File: src/hdl/mips_exe_pkg.sv
`default_nettype none

package mips_exe_pkg;

	// datapath widths
	typedef logic [31:0] word_t;
	typedef logic [63:0] dword_t;
	typedef logic [4:0]  shamt_t;
	typedef logic [7:0]  aluop_t;

	// logic
	localparam aluop_t EXE_AND_OP    = 8'b0010_0100;
	localparam aluop_t EXE_OR_OP     = 8'b0010_0101;
	localparam aluop_t EXE_XOR_OP    = 8'b0010_0110;
	localparam aluop_t EXE_NOR_OP    = 8'b0010_0111;
	localparam aluop_t EXE_ANDI_OP   = 8'b0101_1001;
	localparam aluop_t EXE_ORI_OP    = 8'b0101_1010;
	localparam aluop_t EXE_XORI_OP   = 8'b0101_1011;
	localparam aluop_t EXE_LUI_OP    = 8'b0101_1100;

	// shifts
	localparam aluop_t EXE_SLL_OP    = 8'b0111_1100;
	localparam aluop_t EXE_SRL_OP    = 8'b0000_0010;
	localparam aluop_t EXE_SRA_OP    = 8'b0000_0011;
	localparam aluop_t EXE_SLLV_OP   = 8'b0000_0100;
	localparam aluop_t EXE_SRLV_OP   = 8'b0000_0110;
	localparam aluop_t EXE_SRAV_OP   = 8'b0000_0111;

	// hi/lo moves
	localparam aluop_t EXE_MFHI_OP   = 8'b0001_0000;
	localparam aluop_t EXE_MTHI_OP   = 8'b0001_0001;
	localparam aluop_t EXE_MFLO_OP   = 8'b0001_0010;
	localparam aluop_t EXE_MTLO_OP   = 8'b0001_0011;

	// arithmetic
	localparam aluop_t EXE_ADD_OP    = 8'b0010_0000;
	localparam aluop_t EXE_ADDU_OP   = 8'b0010_0001;
	localparam aluop_t EXE_SUB_OP    = 8'b0010_0010;
	localparam aluop_t EXE_SUBU_OP   = 8'b0010_0011;
	localparam aluop_t EXE_SLT_OP    = 8'b0010_1010;
	localparam aluop_t EXE_SLTU_OP   = 8'b0010_1011;
	localparam aluop_t EXE_ADDI_OP   = 8'b0101_0101;
	localparam aluop_t EXE_ADDIU_OP  = 8'b0101_0110;
	localparam aluop_t EXE_SLTI_OP   = 8'b0101_0111;
	localparam aluop_t EXE_SLTIU_OP  = 8'b0101_1000;
	localparam aluop_t EXE_MULT_OP   = 8'b0001_1000;
	localparam aluop_t EXE_MULTU_OP  = 8'b0001_1001;
	localparam aluop_t EXE_DIV_OP    = 8'b0001_1010;
	localparam aluop_t EXE_DIVU_OP   = 8'b0001_1011;

	// branches and jumps
	localparam aluop_t EXE_J_OP      = 8'b0100_1111;
	localparam aluop_t EXE_BEQ_OP    = 8'b0101_0001;
	localparam aluop_t EXE_BNE_OP    = 8'b0101_0010;
	localparam aluop_t EXE_BGTZ_OP   = 8'b0101_0100;
	localparam aluop_t EXE_BLEZ_OP   = 8'b0101_0011;
	localparam aluop_t EXE_BLTZ_OP   = 8'b0100_0000;
	localparam aluop_t EXE_BGEZ_OP   = 8'b0100_0001;
	localparam aluop_t EXE_BLTZAL_OP = 8'b0100_1010;
	localparam aluop_t EXE_BGEZAL_OP = 8'b0100_1011;

	// memory access, address only
	localparam aluop_t EXE_LB_OP     = 8'b1110_0000;
	localparam aluop_t EXE_LH_OP     = 8'b1110_0001;
	localparam aluop_t EXE_LW_OP     = 8'b1110_0011;
	localparam aluop_t EXE_LBU_OP    = 8'b1110_0100;
	localparam aluop_t EXE_LHU_OP    = 8'b1110_0101;
	localparam aluop_t EXE_SB_OP     = 8'b1110_1000;
	localparam aluop_t EXE_SH_OP     = 8'b1110_1001;
	localparam aluop_t EXE_SW_OP     = 8'b1110_1011;

	// privileged
	localparam aluop_t EXE_MTC0_OP   = 8'b0110_0000;
	localparam aluop_t EXE_ERET_OP   = 8'b0110_1011;
	localparam aluop_t EXE_NOP_OP    = 8'b0000_0000;

	// divider
	typedef enum logic [1:0] {
		DIV_IDLE,
		DIV_BUSY,
		DIV_DONE
	} div_state_t;

	localparam int DIV_CYCLES = 32;

endpackage

`default_nettype wire
File: src/hdl/hilo_reg.sv
`default_nettype none

module hilo_reg import mips_exe_pkg::*; (
	input  wire         clk,
	input  wire         rst_n,
	input  wire         hi_we,
	input  wire         lo_we,
	input  wire dword_t hilo_wdata,
	output dword_t      hilo
);

	word_t hi_q;
	word_t lo_q;

	// each half has its own enable
	always_ff @(posedge clk) begin
		if (!rst_n) begin
			hi_q <= 32'b0;
		end else if (hi_we) begin
			hi_q <= hilo_wdata[63:32];
		end
	end

	always_ff @(posedge clk) begin
		if (!rst_n) begin
			lo_q <= 32'b0;
		end else if (lo_we) begin
			lo_q <= hilo_wdata[31:0];
		end
	end

	assign hilo = {hi_q, lo_q};

endmodule

`default_nettype wire

File: config.mk
export PLATFORM = sky130hd
export DESIGN_NAME = hilo_reg
export DESIGN_NICKNAME = d
export VERILOG_FILES = /design/src/hdl/mips_exe_pkg.sv /design/src/hdl/hilo_reg.sv
export SDC_FILE = /design/constraint.sdc
export NUM_CORES = 1
export LEC_CHECK = 0
export BUFFER_PORTS_ARGS = -buffer_cell sky130_fd_sc_hd__buf_4
export CAP_MARGIN = 5
export CORE_MARGIN = 5
export CORE_UTILIZATION = 48
export DETAILED_ROUTE_END_ITERATION = 6
export PLACE_DENSITY_LB_ADDON = 0.1
export RECOVER_POWER = 50
export SYNTH_ARGS = -nofsm -noshare
export SYNTH_HDL_FRONTEND = slang
export SYNTH_SLANG_ARGS = --single-unit
export TNS_END_PERCENT = 5
File: constraint.sdc
create_clock -name clk -period 2.1 [get_ports clk]
set_input_delay 0.63 -clock clk [delete_from_list [all_inputs] [get_ports clk]]
set_output_delay 0.63 -clock clk [all_outputs]
set_load 0.1 [all_outputs]
==> results.md <==
* Die Y at 82.06 um
* Post-layout nets at 402
* Max incr delay on CP at 350 ps
* Synth area leader: dfxtp_1
* Root Buffer: clkbuf_8
* Clk_lat worst skew at 310 ps
* Share of power burned in registers at 0.416
* Yosys Warn Count at 0
* Worst Skew at 0 ps
* Top post-synthesis cells by count: dfxtp_1, mux2i_1, nor2b_1
* Sw power at 1.121 mW
* Residual DRC at 0
* RSZ-0062 raised after global routing: false
* FP Rows at 26
* Worst slew pin tran at 1034 ps
* Clock Path Buffers at 2
* Core Region at 5075 sq um
* Critical-path cell list: buf_4
* First-pass GRT wire length at 8.452 mm
* Number of antenna diodes at 0
* Die X at 82.06 um
* Req. time, crit path at 1470 ps
* Crit Path Max Fanout at 2
* HP Class: reg2reg
* I/O pins at 132
* Vias in the first global route at 1920
* Async SR Flop Fraction at 0
* Yosys top cell area share at 0.5141
* GRT Total Usage at 0.1652
* Final worst setup slack at 513.1 ps
* Crit Path Class: reg2out
* Clock-pin slew on the worst setup and hold paths at 60 ps
* Final HPWL DP at 4.063 mm
* Worst path buffer plus inverter count at 1
* F_max at 630.2 MHz
* H-tree Lvls at 3
* Max Slew Vio Count at 0
* Maxcap violations at 0
* Lkg Pwr at 1.772 nW
* Initial drt markers at 46
* Initial antenna violation count at 0
* Wirelength per Cell at 13.54 um
* Initial DRT Pass Iterations at 2
* Reg-to-reg critical path startpoint: lo_q[7]$_SDFFE_PN0P_
* Top FF cell, synth: dfxtp_1
* Syn nets at 275
* Hold-fix buffers at CTS at 0
* Hold wc startpoint: hi_q[17]$_SDFFE_PN0P_
* Sink count of the clock tree at 64
* Worst r2r path cells at 2
* Crit path DAT at 960 ps
* Post-Layout Cell Count at 409
* Total CTS buffers at 9
* GR peak layer: met2
* Synth-to-Final Area Change at 43.32%
* Capture point of the worst reg-to-reg path: lo_q[7]$_SDFFE_PN0P_
* Tmin final at 1587 ps
* Crit-path leading delay family: flip-flops
* Met2 track demand over resource at 0.2948
* Post-cts resize count at 0
* Slew headroom at 0.3110
* IR drop worst, VDD at 0.5507 mV
* P per Cell Area at 891.9 nW/um^2
* Period utilization at 0.7556
* Cell variety after synth at 7
* Mapped Area at 2492 sq um
* Routability congestion estimate at 0.7041
* Global routing usage on met1 at 0.1718
* Die area at 6734 sq um
* CTS tree: yes
* Placed Cells at 393
* GRT Residual Overflow at 0
* Syn Area/Cell at 12.04 sq um
* GRT met3 Usage at 0.06689
* P_int at 2.065 mW
* Power share of the combinational group at 0.285
* Synth top area cells: dfxtp_1, mux2i_1, nor2b_1, buf_12, buf_6
* Initial core utilization at 0.4911
* Final setup viols at 0
* Postcts setup bufs at 0
* Status: completed
* Final Hold Viols at 0
* Number of synthesized flops with an enable pin at 0
* Share of cells above drive strength 1 at 0.4307
* Total Neg Setup Slack at 0 ps
* WHS Path Cells at 2
* Switching share of power at 0.3519
* Crit. End Element: output pin
* FF+latch count, synth at 64
* Worst hold margin at 516.8 ps
* Clock power share at 0.299
* Syn Inst Count at 207
* Worst setup SP type: register
* Worst Hold End: hi_q[17]$_SDFFE_PN0P_
* Largest net degree at the start of global routing at 65
* Register area share after synthesis at 0.5141
* Reg2reg setup slack at 1460 ps
* Via/cell ratio at 4.506
* Dpl ws at 557.6 ps
* Total Wirelength at 5.538 mm
* Slowest cell on crit path: dfxtp_1
* Vias at 1843
* PortBufs at 131
* Routed Antenna Nets at 0
==> stage by stage <==
step | power (mW) | area (sq um) | utilization
after floorplan | 2.053 | 2492 | -
after global placement | 2.257 | 3393 | 0.6686
after detailed placement | 2.265 | 3393 | 0.6686
after CTS | 3.225 | 3577 | 0.7049
after global routing | 3.326 | 3572 | 0.7039
final | 3.186 | 3572 | 0.7039
==> power by group through the flow <==
| stage | Combinational [mW] | Clock (mW) | Sequential (mW) |
|---|---|---|---|
| 6_report | 0.909 | 0.953 | 1.32 |
| 3_3_place_gp | 0.908 | 0 | 1.35 |
| 4_1_cts | 0.914 | 0.985 | 1.32 |
| 3_5_place_dp | 0.915 | 0 | 1.35 |
| 2_1_floorplan | 0.184 | 0 | 1.87 |
| 5_1_grt | 0.946 | 1.05 | 1.33 |
==> sequential cells by signal (all words and copies together) (netlist names) <==
register and flops:
hi_q 32, lo_q 32
==> layer usage <==
layer | wire, um | up-vias | share of wire
li1 | - | 932 | -
met1 | 2120 | 838 | 0.38
met2 | 2804 | 69 | 0.51
met3 | 574 | 4 | 0.10
met4 | 38 | 0 | 0.0069
met5 | 0 | - | 0
==> layout make-up <==
| cell class | count | area (sq um) |
|---|---|---|
| timing repair buffer | 131 | 978.4 |
| clock buffer | 13 | 168.9 |
| multi-input combinational | 128 | 1041 |
| clock inverter | 3 | 15.01 |
| tap | 70 | 87.58 |
| fill | 434 | 1503 |
| sequential | 64 | 1281 |
==> cell usage in the layout (no fill, tap or decap), drive strengths merged <==
master	n
buf	129
dfxtp	64
nor2b	64
mux2i	64
clkbuf	15
clkinv	3
==> worst max path at each step <==
stage / slack (ps) / end / cells past startpoint / startpoint
6_report: 510 / hilo[30] / 1 / lo_q[30]$_SDFFE_PN0P_
5_1_grt: 450 / hilo[3] / 1 / lo_q[3]$_SDFFE_PN0P_
4_1_cts: 490 / hilo[30] / 1 / lo_q[30]$_SDFFE_PN0P_
3_5_place_dp: 560 / lo_q[7]$_SDFFE_PN0P_ / 3 / lo_we
3_3_place_gp: 590 / hi_q[16]$_SDFFE_PN0P_ / 3 / hi_we
2_1_floorplan: 550 / hilo[0] / 0 / lo_q[0]$_SDFFE_PN0P_
==> cell families (layout without fill, tap and decap cells) <==
group                  Yosys count  after routing  share of synthesized area
buffers and inverters           15            147                    0.06827
DFF                             64             64                     0.5141
muxes                           64             64                     0.2570
and+or+nand+nor                 64             64                     0.1606
Note: power is estimated with default switching activity, not from simulation.
